--- config.mk ---
export PLATFORM = sky130hd
export DESIGN_NAME = dbg_axil
export DESIGN_NICKNAME = d
export VERILOG_FILES = /design/src/rtl/dbg_pkg.sv /design/src/rtl/dbg_skid_buffer.sv /design/src/rtl/dbg_write_path.sv /design/src/rtl/dbg_read_path.sv /design/src/rtl/dbg_cpu_ctrl.sv /design/src/rtl/dbg_axil.sv
export SDC_FILE = /design/constraint.sdc
export NUM_CORES = 1
export LEC_CHECK = 0
export ABC_AREA = 1
export BUFFER_PORTS_ARGS = -buffer_cell sky130_fd_sc_hd__buf_2
export CAP_MARGIN = 10
export CELL_PAD_IN_SITES_DETAIL_PLACEMENT = 1
export CELL_PAD_IN_SITES_GLOBAL_PLACEMENT = 1
export CORE_MARGIN = 1
export CORE_UTILIZATION = 38
export CTS_BUF_LIST = sky130_fd_sc_hd__clkbuf_16
export CTS_CLUSTER_SIZE = 40
export DETAILED_ROUTE_END_ITERATION = 7
export PLACE_DENSITY_LB_ADDON = 0.1
export SYNTH_ARGS = -nofsm -noshare
export SYNTH_HDL_FRONTEND = slang
export SYNTH_SLANG_ARGS = --single-unit
--- constraint.sdc ---
create_clock -name S_AXI_ACLK -period 3.7 [get_ports S_AXI_ACLK]
set_clock_uncertainty 0.1 [all_clocks]
set_input_delay 0.37 -clock S_AXI_ACLK [delete_from_list [all_inputs] [get_ports S_AXI_ACLK]]
set_output_delay 0.37 -clock S_AXI_ACLK [all_outputs]
set_load 0.01 [all_outputs]
--- src/rtl/dbg_pkg.sv ---
// Debug port shared definitions
package dbg_pkg;

	////////////////////////////////////////////////////////////////////////////
	// Widths and address decode
	////////////////////////////////////////////////////////////////////////////

	localparam int DATA_W = 32;
	localparam int REG_IDX_W = 5;
	// Word address bit, set for control/status
	localparam int CTRL_SEL_BIT = 5;

	// Command bits in the control word
	localparam int RESET_BIT = 6;
	localparam int STEP_BIT = 8;
	localparam int HALT_BIT = 10;
	localparam int CLEAR_CACHE_BIT = 11;

	// Status-only positions
	localparam int STATUS_IRQ_BIT = 7;
	localparam int STATUS_STALL_BIT = 9;
	localparam int STATUS_CC_LSB = 11;
	localparam int STATUS_BREAK_BIT = 14;
	localparam int STATUS_IRQ_COPY_BIT = 16;

	typedef logic [DATA_W-1:0] dbg_word_t;
	typedef logic [REG_IDX_W-1:0] reg_idx_t;

	// Control word as written by the host
	// Field widths follow the command bit positions above
	typedef struct packed {
		logic [DATA_W-CLEAR_CACHE_BIT-2:0] rsvd_hi;
		logic clear_cache;
		logic halt;
		logic [HALT_BIT-STEP_BIT-2:0] rsvd_mid;
		logic step;
		logic [STEP_BIT-RESET_BIT-2:0] rsvd_lo;
		logic reset;
		logic [RESET_BIT-1:0] rsvd_idx;
	} dbg_cmd_t;

	// Same write data, either a register value or a command
	typedef union packed {
		dbg_word_t raw;
		dbg_cmd_t cmd;
	} dbg_word_u;

endpackage

--- src/rtl/dbg_skid_buffer.sv ---
// AXI request skid buffer
module dbg_skid_buffer #(
	parameter int DW = 8
) (
	input logic S_AXI_ACLK,
	input logic S_AXI_ARESETN,
	// Upstream side
	input logic i_valid,
	output logic o_ready,
	input logic [DW-1:0] i_data,
	// Downstream side
	output logic o_valid,
	input logic i_ready,
	output logic [DW-1:0] o_data
);

	// One held item
	logic r_valid;
	logic [DW-1:0] r_data;

	////////////////////////////////////////////////////////////////////////////
	// Hold state
	////////////////////////////////////////////////////////////////////////////

	// Set when an item arrives that downstream refuses
	// Cleared once downstream takes the held item
	always_ff @(posedge S_AXI_ACLK)
	begin
		if (!S_AXI_ARESETN)
			r_valid <= 1'b0;
		else if (!r_valid)
			r_valid <= i_valid && !i_ready;
		else if (i_ready)
			r_valid <= 1'b0;
	end

	// Capture only on a stall
	// Back to zero when drained, saves toggling
	always_ff @(posedge S_AXI_ACLK)
	begin
		if (!r_valid && i_valid && !i_ready)
			r_data <= i_data;
		else if (i_ready)
			r_data <= '0;
	end

	////////////////////////////////////////////////////////////////////////////
	// Outputs
	////////////////////////////////////////////////////////////////////////////

	// Ready drops the cycle after a stall
	assign o_ready = !r_valid;

	// Held item goes out ahead of new input
	assign o_valid = r_valid || i_valid;

	// Idle output is zero
	always_comb
	begin
		if (r_valid)
			o_data = r_data;
		else if (i_valid)
			o_data = i_data;
		else
			o_data = '0;
	end

endmodule

--- src/rtl/dbg_write_path.sv ---
// Debug write path
module dbg_write_path (
	input logic S_AXI_ACLK,
	input logic S_AXI_ARESETN,
	// Write address, word address
	input logic i_aw_valid,
	output logic o_aw_ready,
	input logic [dbg_pkg::CTRL_SEL_BIT:0] i_aw_addr,
	// Write data
	input logic i_w_valid,
	output logic o_w_ready,
	input dbg_pkg::dbg_word_u i_w_data,
	input logic [dbg_pkg::DATA_W/8-1:0] i_w_strb,
	// Core register write port
	input logic i_cpu_dbg_stall,
	output logic o_cpu_dbg_we,
	output dbg_pkg::reg_idx_t o_cpu_dbg_wreg,
	output dbg_pkg::dbg_word_t o_cpu_dbg_wdata,
	// To the command controller
	output logic o_cmd_write,
	output logic [1:0] o_cmd_strb,
	output dbg_pkg::dbg_word_u o_cmd_word,
	output logic o_reg_write_taken,
	// Write response
	output logic o_bvalid,
	input logic i_bready
);

	logic is_ctrl;
	logic has_strb;
	logic core_free;
	logic write_take;
	logic reg_load;

	////////////////////////////////////////////////////////////////////////////
	// Take decision
	////////////////////////////////////////////////////////////////////////////

	assign is_ctrl = i_aw_addr[dbg_pkg::CTRL_SEL_BIT];
	assign has_strb = |i_w_strb;

	// Register port free, or pending write retires this cycle
	assign core_free = !o_cpu_dbg_we || !i_cpu_dbg_stall;

	// Both channels present, response slot open
	// Stalled core blocks register writes only
	assign write_take = i_aw_valid && i_w_valid
		&& (!o_bvalid || i_bready)
		&& (is_ctrl || !has_strb || core_free);

	// Address and data leave together
	assign o_aw_ready = write_take;
	assign o_w_ready = write_take;

	// Real register write, all strobes clear is a no-op
	assign reg_load = write_take && !is_ctrl && has_strb;

	////////////////////////////////////////////////////////////////////////////
	// Core register write
	////////////////////////////////////////////////////////////////////////////

	// Held until the core drops its stall
	always_ff @(posedge S_AXI_ACLK)
	begin
		if (!S_AXI_ARESETN)
			o_cpu_dbg_we <= 1'b0;
		else if (core_free)
			o_cpu_dbg_we <= reg_load;
	end

	// Index and data frozen with the strobe
	always_ff @(posedge S_AXI_ACLK)
	begin
		if (core_free)
		begin
			o_cpu_dbg_wreg <= reg_load ? i_aw_addr[dbg_pkg::REG_IDX_W-1:0] : '0;
			o_cpu_dbg_wdata <= reg_load ? i_w_data.raw : '0;
		end
	end

	////////////////////////////////////////////////////////////////////////////
	// Commands and response
	////////////////////////////////////////////////////////////////////////////

	// Same-cycle command strobe
	assign o_cmd_write = write_take && is_ctrl;
	// Bytes 0 and 1 carry the command bits
	assign o_cmd_strb = i_w_strb[1:0];
	assign o_cmd_word = i_w_data;
	// Controller halts the core on this
	assign o_reg_write_taken = reg_load;

	// Every take answers, held until the host accepts
	always_ff @(posedge S_AXI_ACLK)
	begin
		if (!S_AXI_ARESETN)
			o_bvalid <= 1'b0;
		else if (write_take)
			o_bvalid <= 1'b1;
		else if (i_bready)
			o_bvalid <= 1'b0;
	end

endmodule

--- src/rtl/dbg_read_path.sv ---
// Debug read path
module dbg_read_path (
	input logic S_AXI_ACLK,
	input logic S_AXI_ARESETN,
	// Read address, word address
	input logic i_ar_valid,
	output logic o_ar_ready,
	input logic [dbg_pkg::CTRL_SEL_BIT:0] i_ar_addr,
	// Core register read port
	output dbg_pkg::reg_idx_t o_cpu_dbg_rreg,
	input dbg_pkg::dbg_word_t i_cpu_dbg_data,
	// Control/status word
	input dbg_pkg::dbg_word_t i_status,
	// Read data
	output logic o_rvalid,
	input logic i_rready,
	output dbg_pkg::dbg_word_t o_rdata
);

	logic is_ctrl;
	logic read_take;
	// Core data due next cycle
	logic reg_pending;

	////////////////////////////////////////////////////////////////////////////
	// Take decision
	////////////////////////////////////////////////////////////////////////////

	assign is_ctrl = i_ar_addr[dbg_pkg::CTRL_SEL_BIT];

	// One read in flight, data slot must be free
	assign read_take = i_ar_valid && !reg_pending
		&& (!o_rvalid || i_rready);

	assign o_ar_ready = read_take;

	// Index only while taking, else zero
	assign o_cpu_dbg_rreg = read_take ? i_ar_addr[dbg_pkg::REG_IDX_W-1:0] : '0;

	// Register read waits a cycle for the core
	always_ff @(posedge S_AXI_ACLK)
	begin
		if (!S_AXI_ARESETN)
			reg_pending <= 1'b0;
		else
			reg_pending <= read_take && !is_ctrl;
	end

	////////////////////////////////////////////////////////////////////////////
	// Read response
	////////////////////////////////////////////////////////////////////////////

	// Status answers one cycle after the take
	// Core register two cycles after
	always_ff @(posedge S_AXI_ACLK)
	begin
		if (!S_AXI_ARESETN)
			o_rvalid <= 1'b0;
		else if (!o_rvalid || i_rready)
			o_rvalid <= (read_take && is_ctrl) || reg_pending;
	end

	// Data frozen while the host holds off
	always_ff @(posedge S_AXI_ACLK)
	begin
		if (!o_rvalid || i_rready)
		begin
			if (reg_pending)
				o_rdata <= i_cpu_dbg_data;
			else if (read_take && is_ctrl)
				o_rdata <= i_status;
			else
				o_rdata <= '0;
		end
	end

endmodule

--- src/rtl/dbg_cpu_ctrl.sv ---
// Core command controller
module dbg_cpu_ctrl #(
	parameter int RESET_DURATION = 10,
	parameter bit START_HALTED = 1'b0
) (
	input logic S_AXI_ACLK,
	input logic S_AXI_ARESETN,
	// From the write path
	input logic i_cmd_write,
	input logic [1:0] i_cmd_strb,
	input dbg_pkg::dbg_word_u i_cmd_word,
	input logic i_reg_write_taken,
	// From the core
	input logic i_cpu_dbg_stall,
	input logic i_cpu_break,
	input logic [2:0] i_cpu_dbg_cc,
	input logic i_interrupt,
	// To the core
	output logic o_cpu_reset,
	output logic o_cpu_halt,
	output logic o_cpu_clear_cache,
	// To the read path
	output dbg_pkg::dbg_word_t o_status
);

	localparam int CNT_W = (RESET_DURATION > 0) ? $clog2(RESET_DURATION + 1) : 1;

	logic [CNT_W-1:0] hold_count;
	logic reset_hold;
	logic cmd_reset;
	logic cmd_halt;
	logic cmd_step;
	logic cmd_clear_cache;
	// Command write with the matching strobe byte
	logic cmd_lo;
	logic cmd_hi;

	assign cmd_lo = i_cmd_write && i_cmd_strb[0];
	assign cmd_hi = i_cmd_write && i_cmd_strb[1];

	////////////////////////////////////////////////////////////////////////////
	// Reset
	////////////////////////////////////////////////////////////////////////////

	// Power-on hold, counts down after bus reset
	always_ff @(posedge S_AXI_ACLK)
	begin
		if (!S_AXI_ARESETN)
			hold_count <= CNT_W'(RESET_DURATION);
		else if (hold_count != '0)
			hold_count <= hold_count - 1'b1;
	end

	assign reset_hold = (hold_count != '0);

	// Free-running core resets itself on a break
	// Host reset is a single cycle pulse
	always_ff @(posedge S_AXI_ACLK)
	begin
		if (!S_AXI_ARESETN)
			cmd_reset <= 1'b1;
		else if (reset_hold || (i_cpu_break && !START_HALTED))
			cmd_reset <= 1'b1;
		else
			cmd_reset <= cmd_lo && i_cmd_word.cmd.reset;
	end

	////////////////////////////////////////////////////////////////////////////
	// Halt, step and clear cache
	////////////////////////////////////////////////////////////////////////////

	// Later assignments win, so halt reasons override a release
	always_ff @(posedge S_AXI_ACLK)
	begin
		if (!S_AXI_ARESETN)
			cmd_halt <= START_HALTED;
		else if (cmd_reset && START_HALTED)
			cmd_halt <= 1'b1;
		else
		begin
			// Release, or let one step through
			if (cmd_hi && !i_cpu_dbg_stall
					&& (!i_cmd_word.cmd.halt || i_cmd_word.cmd.step))
				cmd_halt <= 1'b0;
			// Break holds the core for inspection
			if (i_cpu_break && START_HALTED)
				cmd_halt <= 1'b1;
			// Plain halt request
			if (cmd_hi && i_cmd_word.cmd.halt && !i_cmd_word.cmd.step)
				cmd_halt <= 1'b1;
			// Core must stop before its registers change
			if (i_reg_write_taken)
				cmd_halt <= 1'b1;
			// Step or cache clear finished
			if (cmd_step || cmd_clear_cache)
				cmd_halt <= 1'b1;
			if (cmd_hi && i_cmd_word.cmd.clear_cache)
				cmd_halt <= 1'b1;
		end
	end

	// Dropped once the core has moved
	always_ff @(posedge S_AXI_ACLK)
	begin
		if (!S_AXI_ARESETN)
			cmd_step <= 1'b0;
		else if (cmd_hi && i_cmd_word.cmd.step)
			cmd_step <= 1'b1;
		else if (!i_cpu_dbg_stall)
			cmd_step <= 1'b0;
	end

	// Needs halt in the same word
	// Held until the core is halted and idle
	always_ff @(posedge S_AXI_ACLK)
	begin
		if (!S_AXI_ARESETN || cmd_reset)
			cmd_clear_cache <= 1'b0;
		else if (cmd_hi && i_cmd_word.cmd.clear_cache && i_cmd_word.cmd.halt)
			cmd_clear_cache <= 1'b1;
		else if (cmd_halt && !i_cpu_dbg_stall)
			cmd_clear_cache <= 1'b0;
	end

	assign o_cpu_reset = cmd_reset;
	assign o_cpu_halt = cmd_halt;
	assign o_cpu_clear_cache = cmd_clear_cache;

	////////////////////////////////////////////////////////////////////////////
	// Status word
	////////////////////////////////////////////////////////////////////////////

	always_comb
	begin
		o_status = '0;
		o_status[dbg_pkg::STATUS_IRQ_COPY_BIT] = i_interrupt;
		o_status[dbg_pkg::STATUS_BREAK_BIT] = i_cpu_break;
		o_status[dbg_pkg::STATUS_CC_LSB +: 3] = i_cpu_dbg_cc;
		o_status[dbg_pkg::HALT_BIT] = cmd_halt;
		// Set when the core is not stalled
		o_status[dbg_pkg::STATUS_STALL_BIT] = !i_cpu_dbg_stall;
		o_status[dbg_pkg::STEP_BIT] = cmd_step;
		o_status[dbg_pkg::STATUS_IRQ_BIT] = i_interrupt;
		o_status[dbg_pkg::RESET_BIT] = cmd_reset;
	end

endmodule

--- src/rtl/dbg_axil.sv ---
// AXI-lite core debug port
module dbg_axil #(
	parameter int C_DBG_ADDR_WIDTH = 8,
	parameter int RESET_DURATION = 10,
	parameter bit START_HALTED = 1'b0
) (
	input logic S_AXI_ACLK,
	input logic S_AXI_ARESETN,
	// Write address
	input logic i_dbg_awvalid,
	output logic o_dbg_awready,
	input logic [C_DBG_ADDR_WIDTH-1:0] i_dbg_awaddr,
	// Write data
	input logic i_dbg_wvalid,
	output logic o_dbg_wready,
	input logic [dbg_pkg::DATA_W-1:0] i_dbg_wdata,
	input logic [dbg_pkg::DATA_W/8-1:0] i_dbg_wstrb,
	// Write response
	output logic o_dbg_bvalid,
	input logic i_dbg_bready,
	output logic [1:0] o_dbg_bresp,
	// Read address
	input logic i_dbg_arvalid,
	output logic o_dbg_arready,
	input logic [C_DBG_ADDR_WIDTH-1:0] i_dbg_araddr,
	// Read data
	output logic o_dbg_rvalid,
	input logic i_dbg_rready,
	output logic [dbg_pkg::DATA_W-1:0] o_dbg_rdata,
	output logic [1:0] o_dbg_rresp,
	// Core debug side
	output logic o_cpu_reset,
	output logic o_cpu_halt,
	output logic o_cpu_clear_cache,
	output logic o_cpu_dbg_we,
	output logic [dbg_pkg::REG_IDX_W-1:0] o_cpu_dbg_wreg,
	output logic [dbg_pkg::DATA_W-1:0] o_cpu_dbg_wdata,
	output logic [dbg_pkg::REG_IDX_W-1:0] o_cpu_dbg_rreg,
	input logic i_cpu_dbg_stall,
	input logic [dbg_pkg::DATA_W-1:0] i_cpu_dbg_data,
	input logic [2:0] i_cpu_dbg_cc,
	input logic i_cpu_break,
	input logic i_interrupt
);

	// Word address, byte lanes dropped
	localparam int WA_W = C_DBG_ADDR_WIDTH - 2;
	localparam int WSKD_W = dbg_pkg::DATA_W + dbg_pkg::DATA_W / 8;
	localparam logic [1:0] RESP_OKAY = 2'b00;

	logic awskd_valid, wskd_valid, arskd_valid;
	logic write_ready, wdata_ready, read_ready;
	logic [WA_W-1:0] awskd_addr, arskd_addr;
	// Write data above, strobes in the low nibble
	logic [WSKD_W-1:0] wskd_bus;
	logic cmd_write, reg_write_taken;
	logic [1:0] cmd_strb;
	dbg_pkg::dbg_word_u cmd_word;
	dbg_pkg::dbg_word_t status;

	////////////////////////////////////////////////////////////////////////////
	// Request skid buffers
	////////////////////////////////////////////////////////////////////////////

	dbg_skid_buffer #(.DW(WA_W)) u_aw_skid (
		.S_AXI_ACLK(S_AXI_ACLK), .S_AXI_ARESETN(S_AXI_ARESETN),
		.i_valid(i_dbg_awvalid), .o_ready(o_dbg_awready),
		.i_data(i_dbg_awaddr[C_DBG_ADDR_WIDTH-1:2]),
		.o_valid(awskd_valid), .i_ready(write_ready), .o_data(awskd_addr)
	);

	dbg_skid_buffer #(.DW(WSKD_W)) u_w_skid (
		.S_AXI_ACLK(S_AXI_ACLK), .S_AXI_ARESETN(S_AXI_ARESETN),
		.i_valid(i_dbg_wvalid), .o_ready(o_dbg_wready),
		.i_data({i_dbg_wdata, i_dbg_wstrb}),
		.o_valid(wskd_valid), .i_ready(wdata_ready), .o_data(wskd_bus)
	);

	dbg_skid_buffer #(.DW(WA_W)) u_ar_skid (
		.S_AXI_ACLK(S_AXI_ACLK), .S_AXI_ARESETN(S_AXI_ARESETN),
		.i_valid(i_dbg_arvalid), .o_ready(o_dbg_arready),
		.i_data(i_dbg_araddr[C_DBG_ADDR_WIDTH-1:2]),
		.o_valid(arskd_valid), .i_ready(read_ready), .o_data(arskd_addr)
	);

	////////////////////////////////////////////////////////////////////////////
	// Consumers
	////////////////////////////////////////////////////////////////////////////

	// Write path takes both channels together
	dbg_write_path u_write_path (
		.S_AXI_ACLK(S_AXI_ACLK), .S_AXI_ARESETN(S_AXI_ARESETN),
		.i_aw_valid(awskd_valid), .o_aw_ready(write_ready),
		.i_aw_addr(awskd_addr[dbg_pkg::CTRL_SEL_BIT:0]),
		.i_w_valid(wskd_valid), .o_w_ready(wdata_ready),
		.i_w_data(wskd_bus[WSKD_W-1:dbg_pkg::DATA_W/8]),
		.i_w_strb(wskd_bus[dbg_pkg::DATA_W/8-1:0]),
		.i_cpu_dbg_stall(i_cpu_dbg_stall), .o_cpu_dbg_we(o_cpu_dbg_we),
		.o_cpu_dbg_wreg(o_cpu_dbg_wreg), .o_cpu_dbg_wdata(o_cpu_dbg_wdata),
		.o_cmd_write(cmd_write), .o_cmd_strb(cmd_strb), .o_cmd_word(cmd_word),
		.o_reg_write_taken(reg_write_taken),
		.o_bvalid(o_dbg_bvalid), .i_bready(i_dbg_bready)
	);

	dbg_read_path u_read_path (
		.S_AXI_ACLK(S_AXI_ACLK), .S_AXI_ARESETN(S_AXI_ARESETN),
		.i_ar_valid(arskd_valid), .o_ar_ready(read_ready),
		.i_ar_addr(arskd_addr[dbg_pkg::CTRL_SEL_BIT:0]),
		.o_cpu_dbg_rreg(o_cpu_dbg_rreg), .i_cpu_dbg_data(i_cpu_dbg_data),
		.i_status(status),
		.o_rvalid(o_dbg_rvalid), .i_rready(i_dbg_rready), .o_rdata(o_dbg_rdata)
	);

	dbg_cpu_ctrl #(
		.RESET_DURATION(RESET_DURATION),
		.START_HALTED(START_HALTED)
	) u_cpu_ctrl (
		.S_AXI_ACLK(S_AXI_ACLK), .S_AXI_ARESETN(S_AXI_ARESETN),
		.i_cmd_write(cmd_write), .i_cmd_strb(cmd_strb), .i_cmd_word(cmd_word),
		.i_reg_write_taken(reg_write_taken),
		.i_cpu_dbg_stall(i_cpu_dbg_stall), .i_cpu_break(i_cpu_break),
		.i_cpu_dbg_cc(i_cpu_dbg_cc), .i_interrupt(i_interrupt),
		.o_cpu_reset(o_cpu_reset), .o_cpu_halt(o_cpu_halt),
		.o_cpu_clear_cache(o_cpu_clear_cache), .o_status(status)
	);

	// Every access succeeds
	assign o_dbg_bresp = RESP_OKAY;
	assign o_dbg_rresp = RESP_OKAY;

endmodule

## After elaboration in Yosys (flattened, before gate mapping)

Cells that the tools add are included.

| word-level totals | value |
|---|---|
| flip-flop bits (word level) | 132 |
| latch bits | 0 |
| RAM bits | 0 |
| bits in read-only memories | 0 |
| input bits | 97 |
| memories kept | 0 |

| operators by class | value |
|---|---|
| add/subtract/negate cells | 1 |
| multiply operators | 0 |
| divide/modulo/power cells | 0 |
| magnitude comparators | 0 |
| equal/unequal tests | 1 |
| shift-type cells | 0 |
| muxes and demuxes | 31 |
| bitwise logic cells | 1 |
| reduce and logical (&&, ||, !) cells | 68 |

Operators by type and width:

| cell | count |
|---|---|
| 36-bit 2-to-1 mux | 4 |
| 6-bit 2-to-1 mux | 8 |
| 32-bit 2-to-1 mux | 1 |
| 1-bit logical AND | 30 |
| 17-bit 2-to-1 mux | 1 |
| 1-bit logical NOT | 16 |
| 1-bit 2-to-1 mux | 16 |
| 1-bit logical OR | 13 |
| 2-bit nonzero test | 5 |
| 5-bit 2-to-1 mux | 1 |
| 5-bit nonzero test | 1 |
| 4-bit nonzero test | 1 |
| 4-bit OR reduction | 1 |
| 4-bit by 1-bit subtractor with 4-bit output, second input constant | 1 |
| 2-bit by 1-bit inequality test with 1-bit output, second input constant | 1 |
| 2-bit OR reduction | 1 |
| 1-bit inverter | 1 |

## Longest topological paths before layout

Gate-level depths: netlist of run 1.

| logic depth | value |
|---|---|
| word-level depth | 16 |
| mapped depth | 12 |
| mapped depth without buffers | 11 |

## Hierarchy

A second synthesis of run 1 with hierarchy kept.

| unflattened totals | value |
|---|---|
| cell total of the unflattened synthesis | 715 |
| area total of the unflattened synthesis | 7111.8 um^2 |

Modules (own cells, without submodules):

| module | instances | cells each | area each (um^2) | seq. area each (um^2) |
|---|---|---|---|---|
| dbg_skid_buffer (u_w_skid) | 1 | 209 | 2079.5 | 1101.1 |
| dbg_write_path | 1 | 174 | 1930.6 | 1151.1 |
| dbg_read_path | 1 | 158 | 1674.1 | 1001.0 |
| dbg_skid_buffer (u_ar_skid ...) | 2 | 42 | 385.4 | 200.2 |
| dbg_cpu_ctrl | 1 | 85 | 623.1 | 160.2 |
| dbg_axil | 1 | 5 | 33.8 | 0.0 |

## Worst setup path after synthesis of run 1

Ideal clock, no wire load.

| path | value |
|---|---|
| path kind | flip-flop to flip-flop |
| from | reg u_write_path.o_cpu_dbg_we |
| to | reg u_w_skid.r_data[0], enable pin |
| library setup time | 504 ps |
| data arrival time | 2208 ps |
| data required time | 3096 ps |
| path slack | 888 ps |
| stages on the path, launching flop included | 4 |
| path buffers | 0 |
| clock period less this slack | 2812 ps |
| path through | dfxtp_1 -> nand2_1 -> o21ai_4 -> nand2_1 |

| between the ends | value |
|---|---|
| longest elaborated chain between the ends | 7 |

RTL lines:

| what | line | RTL |
|---|---|---|
| from (decl) | dbg_write_path.sv:16 | `output logic o_cpu_dbg_we,` |
| from (signal assigned) | dbg_write_path.sv:68 | `o_cpu_dbg_we <= reg_load;` |
| 1-bit logical NOT * | dbg_write_path.sv:43 | `assign core_free = !o_cpu_dbg_we \|\| !i_cpu_dbg_stall;` |
| 1-bit logical OR * | dbg_write_path.sv:43 |  |
| named net u_write_path.core_free | dbg_write_path.sv:31 | `logic core_free;` |
| 1-bit logical OR * | dbg_write_path.sv:49 | `&& (is_ctrl \|\| !has_strb \|\| core_free);` |
| 1-bit logical AND * | dbg_write_path.sv:49 |  |
| 1-bit logical NOT | dbg_skid_buffer.sv:41 | `if (!r_valid && i_valid && !i_ready)` |
| 1-bit logical AND | dbg_skid_buffer.sv:41 |  |
| 2-bit nonzero test (no line) * | -- |  |
| to (signal assigned) | dbg_skid_buffer.sv:42 | `r_data <= i_data;` |
| to (decl) | dbg_skid_buffer.sv:19 | `logic [DW-1:0] r_data;` |

The timed path passes the listed nets; every way through them passes the cells marked *.
A chain may end at the register's enable or synchronous reset.

## Worst setup path after layout of run 1

| path | value |
|---|---|
| from | reg u_read_path.reg_pending |
| to | out o_cpu_dbg_rreg[0] in the netlist's numbering |

| between the ends | value |
|---|---|
| longest elaborated chain between the ends | 4 |

RTL lines:

| what | line | RTL |
|---|---|---|
| from (decl) | dbg_read_path.sv:23 | `logic reg_pending;` |
| from (signal assigned) | dbg_read_path.sv:46 | `reg_pending <= read_take && !is_ctrl;` |
| 1-bit logical NOT | dbg_read_path.sv:32 | `assign read_take = i_ar_valid && !reg_pending` |
| 1-bit logical AND | dbg_read_path.sv:32 |  |
| 1-bit logical AND | dbg_read_path.sv:33 | `&& (!o_rvalid \|\| i_rready);` |
| 5-bit 2-to-1 mux | dbg_read_path.sv:38 | `assign o_cpu_dbg_rreg = read_take ? i_ar_addr[dbg_pkg::REG_IDX_W-1:0] : '0;` |
| to (decl) | dbg_axil.sv:38 | `output logic [dbg_pkg::REG_IDX_W-1:0] o_cpu_dbg_rreg,` |

No other way between the ends.

==> out/metrics.csv, run 1 <==
metric;value;unit
delay of the slowest cell on the worst path;1.05;ns
count of pins on the block boundary;184;
Clock Sinks;132;
final worst-path cycle share;74.9;%
sequential fraction of design power;46.9;%
global-route total usage across every layer;18.6;%
setup repair after global routing missed its margin;no;
area of the mapped netlist;0.00559;mm²
Setup crit start kind;flip-flop;
quantity of gates resized following cts;0;
Int Power;2990;µW
H-tree depth reported by CTS;4;
ant diodes;0;
total wirelength of the detailed-routed design;13.5;mm
latest clock arrival within the worst-skew pair;0.41;ns
critical path class;reg -> out;
iteration count of the initial detailed-routing pass;4;
part of the power in the clock network;41.5;%
leading register cell type out of synthesis;sky130_fd_sc_hd__edfxtp_1;
Distinct cells, synth;32;
library cell used as clock root buffer;sky130_fd_sc_hd__clkbuf_16;
Final Power;3960;µW
floorplan die height;123;µm
Cell Count, Final, Fillers Out;876;
detailed-route wire length per cell;15.4;µm
buffers plus inverters on the worst setup path;3;
Arrival @ worst endpoint;2.30;ns
hold violation total from the final report;0;
antenna violations before repair;1;
synthesized netlist cell count;506;
Via-to-Cell Ratio;4.75;
Hold Crit Class;in -> reg;
final slew viol count;0;
clock transition at the register clock pins on the worst setup and hold paths after CTS;0.06;ns
number of buffers added on ports;175;
Placement Rows;43;
leakage power;0.00343;µW
Synth area leader;sky130_fd_sc_hd__edfxtp_1;
Crit path top cell by count;sky130_fd_sc_hd__inv_1;
count of flip-flops with a built-in enable after synthesis;117;
global-route wire length before repair;21.1;mm
status;finished clean;
combinational share of power;11.6;%
Die Footprint;0.0152;mm²
leading post-synthesis cells by cell area;sky130_fd_sc_hd__edfxtp_1 (63%), sky130_fd_sc_hd__nand2_1 (9.3%), sky130_fd_sc_hd__dfxtp_1 (5.4%);
final period demand of the worst path;2.77;ns
DP Cell Count;844;
detailed placer's ending HPWL;9.32;mm
remaining antenna violation count after routing;0;
number of nets in the layout;782;
share of final-layout standard cells stronger than drive strength 1;34.9;%
data required time of the worst path;3.23;ns
Worst Setup End Kind;primary output;
power density cells;554;mW/mm²
flip-flop and latch count after synthesis;132;
critical path's slowest cell;sky130_fd_sc_hd__dfxtp_1;
initial core utilization;39.6;%
grt ovf;0;
number of fill cells;1611;
maximum clock frequency;0.361;GHz
vias in the first global route;4243;
Yosys warning count;0;
ordered list of cells on the worst path;inv_1, nand2_1, a21oi_2, inv_1, nor2_1, buf_2;
Layout Area Growth over Synthesis;27.9;%
die outline width;123;µm
final count of negative-setup-slack endpoints;0;
aggregate negative setup slack;0;ns
library cell with the highest instance count after synthesis;sky130_fd_sc_hd__nand2_1;
Post-synth top cells;sky130_fd_sc_hd__nand2_1 (139), sky130_fd_sc_hd__edfxtp_1 (117), sky130_fd_sc_hd__inv_1 (52), sky130_fd_sc_hd__nor2_1 (52), sky130_fd_sc_hd__a21oi_1 (31);
largest driver fanout on the critical path;33;
net switching share of the total power;24.3;%
peak supply drop;284;µV
slew of the pin with the lowest slew margin;1.11;ns
TritonCTS clock tree;done;
largest net degree at the start of global routing;41;
Avg Synthesized Cell Area;11.0;µm²
proportion of synthesized chip area in sequential cells;68.3;%
net switching power figure;964;µW
Yosys top cell area share;62.9;%
delay-heaviest family, CP;flip-flops;
standard cell core area;0.0141;mm²
routability congestion estimate;0.735;
deepest clock path buffer count;2;
Hold-fix buffers, CTS;0;
Async SR Flop Fraction;0;%
Inserted Clock Buffers;17;
Via Count;4161;
max_cap viols;0;
initial DRC count;267;
Setup Buffers After CTS;0;
detailed-route DRC error count;0;
Slew headroom;25.8;%
## cell type report
class | instances | area (µm²) | share of cell area, %
Sequential cell | 132 | 3810 | 53.4
Multi-Input combinational cell | 297 | 1410 | 19.8
Clock inverter | 15 | 149 | 2.08
Timing Repair Buffer | 179 | 906 | 12.7
Clock buffer | 17 | 425 | 5.95
Tap cell | 180 | 225 | 3.15
Inverter | 56 | 215 | 3.01
## registers in the layout, indices dropped and copies added (netlist names), 4 cells and up
register and count:
u_w_skid.r_data 36, u_read_path.o_rdata 32, u_write_path.o_cpu_dbg_wdata 32, u_ar_skid.r_data 6, u_aw_skid.r_data 6, u_write_path.o_cpu_dbg_wreg 5
u_cpu_ctrl.hold_count 4
## logic make-up after synthesis
logic type                 Yosys count  synth area share, %
AOI/OAI and AO/OA                   68                 7.95
and+or+nand+nor                    222                 16.4
buffers and inverters               80                 6.74
adders and majority gates            2                0.448
DFF                                132                 68.3
xor gates and xnor gates             1                0.157
other                                1               0.0671
## power groups by stage
stage / combinational (µW) / sequential [µW] / clock (µW)
2_1_floorplan: 247 / 1910 / 0
3_3_place_gp: 455 / 1880 / 0
3_5_place_dp: 466 / 1890 / 0
4_1_cts: 469 / 1860 / 1680
5_1_grt: 519 / 1870 / 1730
6_report: 459 / 1860 / 1640
## metrics by stage
step,hold WS [ns],setup WS [ns],util (%),area [µm²]
after floorplan,0.346,0.888,-,5600
after global placement,0.353,0.874,46.6,6570
after detailed placement,0.362,0.832,46.6,6570
after CTS,0.102,0.877,50.7,7150
after global routing,0.115,0.660,50.7,7150
final,0.124,0.930,50.7,7150
## layout by cell type, fill, tap and decap left out, types with 4 or more instances in the layout
master and instances:
sky130_fd_sc_hd__a21oi_1 31, sky130_fd_sc_hd__a21oi_2 11, sky130_fd_sc_hd__a22oi_1 4, sky130_fd_sc_hd__a32o_1 6, sky130_fd_sc_hd__buf_2 175, sky130_fd_sc_hd__buf_4 4, sky130_fd_sc_hd__clkbuf_16 17, sky130_fd_sc_hd__clkinv_2 4
sky130_fd_sc_hd__conb_1 4, sky130_fd_sc_hd__dfxtp_1 15, sky130_fd_sc_hd__edfxtp_1 117, sky130_fd_sc_hd__inv_1 55, sky130_fd_sc_hd__nand2_1 137, sky130_fd_sc_hd__nand2_2 4, sky130_fd_sc_hd__nand3_1 6, sky130_fd_sc_hd__nor2_1 52
sky130_fd_sc_hd__nor2_2 14, sky130_fd_sc_hd__nor3_1 4, sky130_fd_sc_hd__o21ai_0 11
## layer usage
metal	global-route usage, %	wire (µm)	up-vias
met5	0	13	-
met2	30.6	6460	144
met1	22.9	5860	1969
met3	5.77	1000	13
li1	-	-	2033
met4	7.00	171	2
## worst min-delay path, cell delays in order
cell and delay [ns]:
sky130_fd_sc_hd__buf_2 0.08, sky130_fd_sc_hd__nand2_1 0.04, sky130_fd_sc_hd__inv_1 0.04
## worst paths after layout
check                                                         from                                         to  depth (start not counted)  slack [ns]
worst max-delay path            u_read_path.reg_pending$_SDFF_PN0_                          o_cpu_dbg_rreg[0]                          6        0.93
worst min-delay path                            i_cpu_dbg_data[22]      u_read_path.o_rdata[22]$_SDFFCE_PN0N_                          3        0.12
worst max register to register         u_w_skid.r_valid$_SDFF_PN0_          u_w_skid.r_data[22]$_SDFFCE_PN0P_                          8        0.97
worst min register to register   u_cpu_ctrl.o_cpu_reset$_SDFF_PP1_  u_cpu_ctrl.o_cpu_clear_cache$_SDFFE_PP0P_                          1        0.38
No activity file was read; power rests on OpenSTA's default activity.
==> run 2, diff against run 1 <==
Settings changed: ABC_AREA 1 to 0, CORE_UTILIZATION 38 to 39.
Clock period 3.7 ns to 2.87 ns, I/O delays scaled along.
==> out/metrics.csv, run 2 <==
metric;value;unit;change
status;finished clean;;
total wirelength of the detailed-routed design;13.0;mm;-3.6%
Slew headroom;37.4;%;+12 points
flip-flop and latch count after synthesis;132;;unchanged
final period demand of the worst path;2.54;ns;
area taken by multi-input logic gates;0.00147;mm²;+4.4%
Post-synth top cells;sky130_fd_sc_hd__edfxtp_1 (117), sky130_fd_sc_hd__and3_1 (49), sky130_fd_sc_hd__nor2_1 (48);;
number of buffers added on ports;175;;unchanged
Setup crit start kind;flip-flop;;
Yosys top cell area share;64.2;%;+1.3 points
standard cell core area;0.0135;mm²;-4.6%
initial DRC count;140;;-48%
Avg Synthesized Cell Area;13.4;µm²;+21%
Arrival @ worst endpoint;2.47;ns;+0.17 ns
leading post-synthesis cells by cell area;sky130_fd_sc_hd__edfxtp_1 (64%), sky130_fd_sc_hd__a22oi_1 (5.6%), sky130_fd_sc_hd__and3_1 (5.6%);;
net switching share of the total power;23.5;%;-0.87 points
Final Power;4930;µW;+25%
area of the mapped netlist;0.00547;mm²;-2.1%
die outline width;120;µm;-2.3%
max reg flops;36;;unchanged
FF/Latch Area;0.00381;mm²;about the same
largest net degree at the start of global routing;41;;unchanged
hold violation total from the final report;0;;unchanged
most flop-heavy register;u_w_skid.r_data;;
share of final-layout standard cells stronger than drive strength 1;37.2;%;+2.3 points
latest clock arrival within the worst-skew pair;0.41;ns;about the same
Synth area leader;sky130_fd_sc_hd__edfxtp_1;;
Hold Crit Class;in -> reg;;
global-route wire length before repair;20.8;mm;-1.3%
vias in the first global route;3963;;-6.6%
number of fill cells;1456;;-9.6%
peak supply drop;466;µV;+64%
Yosys warning count;0;;unchanged
net switching power figure;1160;µW;+20%
worst slack, placed;0.182;ns;-0.650 ns
synthesized netlist cell count;409;;-19%
deepest clock path buffer count;2;;unchanged
final count of negative-setup-slack endpoints;0;;unchanged
Layout Area Growth over Synthesis;29.0;%;
largest driver fanout on the critical path;36;;+9.1%
combinational share of power;11.3;%;-0.3 points
Placement Rows;42;;-2.3%
critical path class;reg -> reg;;
Async SR Flop Fraction;0;%;unchanged
part of the power in the clock network;40.7;%;-0.8 points
aggregate negative setup slack;0;ns;unchanged
iteration count of the initial detailed-routing pass;4;;unchanged
antenna violations before repair;0;;-1
maximum clock frequency;0.394;GHz;
ant diodes;0;;unchanged
max_cap viols;0;;unchanged
Via Count;3908;;-6.1%
H-tree depth reported by CTS;4;;unchanged
library cell used as clock root buffer;sky130_fd_sc_hd__clkbuf_16;;
Distinct cells, synth;45;;+41%
Inserted Clock Buffers;17;;unchanged
library cell with the highest instance count after synthesis;sky130_fd_sc_hd__edfxtp_1;;
power density cells;699;mW/mm²;+26%
detailed-route DRC error count;0;;unchanged
clock transition at the register clock pins on the worst setup and hold paths after CTS;0.05;ns;about the same
Via-to-Cell Ratio;5.06;;+6.6%
Clock Sinks;132;;unchanged
sequential fraction of design power;48.0;%;+1.1 points
floorplan die height;120;µm;-2.3%
detailed placer's ending HPWL;9.02;mm;-3.2%
slew of the pin with the lowest slew margin;0.938;ns;-0.174 ns
count of flip-flops with a built-in enable after synthesis;117;;unchanged
data required time of the worst path;2.80;ns;-0.43 ns
grt ovf;0;;unchanged
highest-count cells in the layout ignoring fill and taps;sky130_fd_sc_hd__buf_2 (175), sky130_fd_sc_hd__edfxtp_1 (117), sky130_fd_sc_hd__and3_1 (49);;
Worst Setup End Kind;flip-flop;;
count of pins on the block boundary;184;;unchanged
leakage power;0.00327;µW;-4.6%
leading registers by flop count;u_w_skid.r_data x36, u_read_path.o_rdata x32, u_write_path.o_cpu_dbg_wdata x32;;
crit path setup slack, layout;0.329;ns;-0.601 ns
quantity of gates resized following cts;0;;unchanged
setup repair after global routing missed its margin;no;;
Worst Hold Slack;0.0385;ns;-0.0850 ns
global-route total usage across every layer;18.9;%;+0.27 points
Die Footprint;0.0145;mm²;-4.5%
remaining antenna violation count after routing;0;;unchanged
proportion of synthesized chip area in sequential cells;69.7;%;+1.4 points
TritonCTS clock tree;done;;
number of nets in the layout;683;;-13%
final slew viol count;0;;unchanged
detailed-route wire length per cell;16.9;µm;+9.4%
routability congestion estimate;0.757;;+3.0%
leading register cell type out of synthesis;sky130_fd_sc_hd__edfxtp_1;;
initial core utilization;40.7;%;+1.0 points
final worst-path cycle share;88.5;%;
commonest non-fill, non-tap cell in the layout;sky130_fd_sc_hd__buf_2;;
Int Power;3770;µW;+26%
run 2: path summary, 6_finish.rpt:
check | cells after the start | end | startpoint | slack (ns)
max | 5 | u_w_skid.r_data[25]$_SDFFCE_PN0P_ | u_aw_skid.r_valid$_SDFF_PN0_ | 0.33
min | 2 | u_cpu_ctrl.o_cpu_reset$_SDFF_PP1_ | i_cpu_break | 0.04
max reg2reg | 5 | u_w_skid.r_data[25]$_SDFFCE_PN0P_ | u_aw_skid.r_valid$_SDFF_PN0_ | 0.33
min reg2reg | 1 | u_cpu_ctrl.o_cpu_clear_cache$_SDFFE_PP0P_ | u_cpu_ctrl.o_cpu_reset$_SDFF_PP1_ | 0.40
run 2: power groups by stage:
stage | combinational (µW) | clock (µW) | sequential [µW]
4_1_cts | 567 | 2060 | 2370
3_3_place_gp | 549 | 0 | 2400
5_1_grt | 617 | 2140 | 2390
6_report | 555 | 2010 | 2370
2_1_floorplan | 286 | 0 | 2430
3_5_place_dp | 562 | 0 | 2410
run 2: metrics by stage:
step	instances	util, %	cell area [µm²]
after global routing	772	52.4	7060
after global placement	740	48.3	6500
after floorplan	412	-	5480
after CTS	772	52.4	7060
final	772	52.4	7060
after detailed placement	740	48.3	6500
run 2: worst max-delay path, stage by stage (launching register included):
cell and delay, ns:
sky130_fd_sc_hd__dfxtp_1 0.51, sky130_fd_sc_hd__nor2b_2 0.08, sky130_fd_sc_hd__a22o_1 0.24, sky130_fd_sc_hd__a211o_2 0.36, sky130_fd_sc_hd__o21a_1 0.22, sky130_fd_sc_hd__or2_2 0.64
run 2: kinds of logic after synthesis:
kind of cell / count (synthesis) / synth area share (%)
AO/OA/AOI/OAI: 75 / 10.4
adder cells (fa/ha/maj): 2 / 0.457
XOR/XNOR: 2 / 0.320
buffers and inverters: 43 / 3.73
AND/OR/NAND/NOR: 154 / 15.3
other: 1 / 0.0686
flip-flops: 132 / 69.7
run 2: final cells by class:
class | instances | area share (%)
sequential | 132 | 54.1
clock buffer | 17 | 6.03
multi-input combinational | 237 | 20.9
clock inverter | 14 | 1.74
inverter | 10 | 0.532
tap | 176 | 3.12
timing repair buffer | 186 | 13.6
run 2: routing by layer:
layer / part of all wire, % / global-route usage [%] / wire length [µm] / vias to the layer above
met1: 44 / 24.0 / 5690 / 1877
met3: 5.9 / 4.67 / 768 / 21
li1: - / - / - / 1868
met5: 0 / 0 / 0 / -
met4: 1.9 / 7.79 / 247 / 0
met2: 48 / 30.9 / 6310 / 142
run 2: what timing repair did:
item | 4_1_cts | 5_1_grt
hold endpoints to repair | 1 | 0
setup buffers | 0 | 0
hold buffers | 1 | 0
==> run 3, diff against run 2 <==
Settings changed: CORE_ASPECT_RATIO set to 0.5, CORE_MARGIN 1 to 2, TNS_END_PERCENT set to 20.
==> out/metrics.csv, run 3 (synthesis gave the netlist of run 2 again) <==
metric;value;unit;change
status;finished clean;;
final worst-path cycle share;89.0;%;+0.49 points
detailed-route DRC error count;0;;unchanged
data required time of the worst path;2.79;ns;about the same
total wirelength of the detailed-routed design;13.6;mm;+4.6%
leading registers by flop count;u_w_skid.r_data x36, u_read_path.o_rdata x32, u_write_path.o_cpu_dbg_wdata x32;;
max reg flops;36;;unchanged
met2 capacity usage during global routing;28.5;%;-2.4 points
max_cap viols;0;;unchanged
grt ovf;0;;unchanged
Hold Crit Class;in -> reg;;
share of final-layout standard cells stronger than drive strength 1;37.4;%;+0.17 points
routability congestion estimate;0.765;;+1.1%
depth of the worst register-to-register path;5;;unchanged
Clock Sinks;132;;unchanged
count of pins on the block boundary;184;;unchanged
buffers plus inverters on the worst setup path;0;;unchanged
detailed-route wire length per cell;17.2;µm;+2.3%
worst slack, placed;0.155;ns;-0.0266 ns
Worst Setup End Kind;flip-flop;;
hold violation total from the final report;0;;unchanged
library cell used as clock root buffer;sky130_fd_sc_hd__clkbuf_16;;
Cell Count, Final, Fillers Out;790;;+2.3%
Worst Hold Slack;0.0381;ns;-0.000377 ns
critical path's slowest cell;sky130_fd_sc_hd__or2_2;;
depth of the worst hold-timing path;2;;unchanged
Die Footprint;0.0150;mm²;+3.8%
power density cells;746;mW/mm²;+6.7%
DP Cell Count;755;;+2.0%
critical path class;reg -> reg;;
global-route wire length before repair;20.5;mm;-1.4%
routing usage on met1;23.5;%;-0.48 points
H-tree depth reported by CTS;4;;unchanged
final slew viol count;0;;unchanged
number of logic stages on the critical path including buffering;5;;unchanged
final count of negative-setup-slack endpoints;0;;unchanged
ordered list of cells on the worst path;nor2b_2, a22o_1, a211o_2, o21a_1, or2_2;;
remaining antenna violation count after routing;0;;unchanged
Via Count;3899;;-0.23%
TritonCTS clock tree;done;;
commonest non-fill, non-tap cell in the layout;sky130_fd_sc_hd__buf_2;;
number of buffers added on ports;175;;unchanged
Setup crit start kind;flip-flop;;
iteration count of the initial detailed-routing pass;5;;+1
leakage power;0.00332;µW;+1.4%
detailed placer's ending HPWL;9.03;mm;+0.18%
final core area utilization;52.7;%;+0.30 points
number of nets in the layout;682;;-0.15%
largest driver fanout on the critical path;36;;unchanged
initial DRC count;215;;+54%
Slew headroom;39.8;%;+2.4 points
aggregate negative setup slack;0;ns;unchanged
standard cell core area;0.0136;mm²;+1.3%
met3 track demand over resource;6.28;%;+1.6 points
floorplan die height;87.7;µm;-27%
clock transition at the register clock pins on the worst setup and hold paths after CTS;0.06;ns;about the same
final period demand of the worst path;2.56;ns;+0.0140 ns
largest net degree at the start of global routing;44;;+7.3%
busiest layer in global routing;met2;;
Arrival @ worst endpoint;2.48;ns;about the same
die outline width;171;µm;+42%
delay-heaviest family, CP;simple AND/OR/NAND/NOR gates;;
vias in the first global route;3780;;-4.6%
antenna violations before repair;3;;+3
global-route total usage across every layer;18.0;%;-0.86 points
Inserted Clock Buffers;17;;unchanged
maximum clock frequency;0.391;GHz;-0.55%
most flop-heavy register;u_w_skid.r_data;;
Placement Rows;30;;-29%
Via-to-Cell Ratio;4.94;;-2.5%
delay of the slowest cell on the worst path;0.73;ns;+0.09 ns
latest clock arrival within the worst-skew pair;0.41;ns;about the same
initial core utilization;40.1;%;-0.52 points
deepest clock path buffer count;2;;unchanged
slew of the pin with the lowest slew margin;0.903;ns;-0.0351 ns
crit path setup slack, layout;0.315;ns;-0.0140 ns
peak supply drop;318;µV;-32%
highest-count cells in the layout ignoring fill and taps;sky130_fd_sc_hd__buf_2 (175), sky130_fd_sc_hd__edfxtp_1 (117), sky130_fd_sc_hd__and3_1 (49);;
setup repair after global routing missed its margin;no;;
Layout Area Growth over Synthesis;31.4;%;
[run 3: cell count changes in the layout (fill, tap and decap cells not counted), sizes merged]
cell	previous run	this run
buf	185	184
bufinv	2	6
inv	12	14
diode	0	2
clkinv	8	3
[run 3: repair_timing]
action	in CTS	in global routing
setup buffers	0	0
hold buffers	1	0
hold endpoints to repair	1	0
resized for setup	0	0
[run 3: layout make-up]
| cell class | count | area [µm²] |
|---|---|---|
| fillers | 1429 | 6440 |
| flip-flops and latches | 132 | 3810 |
| multi-input cells | 237 | 1470 |
| repair buffers | 185 | 953 |
| clock buffers | 17 | 425 |
| well taps | 192 | 240 |
| clock inverters | 15 | 238 |
| inverters | 10 | 37.5 |
| diodes | 2 | 5.00 |
[run 3: power by group]
| group | internal, µW | switching [µW] |
|---|---|---|
| combinational | 222 | 347 |
| clock | 1620 | 810 |
| sequential | 2300 | 59.0 |
[run 3: stage by stage]
stage / total power (µW) / instance area, µm²
4_1_cts: 5420 / 7180
2_1_floorplan: 2720 / 5480
3_5_place_dp: 2970 / 6510
5_1_grt: 5570 / 7180
3_3_place_gp: 2950 / 6510
6_report: 5360 / 7190
[run 3: routing by layer]
metal	share of wire (%)	routed length (µm)
met2	46	6270
met4	1.2	159
met1	46	6210
met5	0.095	13
met3	7.2	975
[run 3: final timing paths]
path	start	to	slack (ns)
worst min register to register	u_cpu_ctrl.o_cpu_reset$_SDFF_PP1_	u_cpu_ctrl.o_cpu_clear_cache$_SDFFE_PP0P_	0.38
worst max-delay path	u_aw_skid.r_valid$_SDFF_PN0_	u_w_skid.r_data[15]$_SDFFCE_PN0P_	0.31
worst min-delay path	i_cpu_break	u_cpu_ctrl.o_cpu_reset$_SDFF_PP1_	0.04
worst max register to register	u_aw_skid.r_valid$_SDFF_PN0_	u_w_skid.r_data[15]$_SDFFCE_PN0P_	0.31
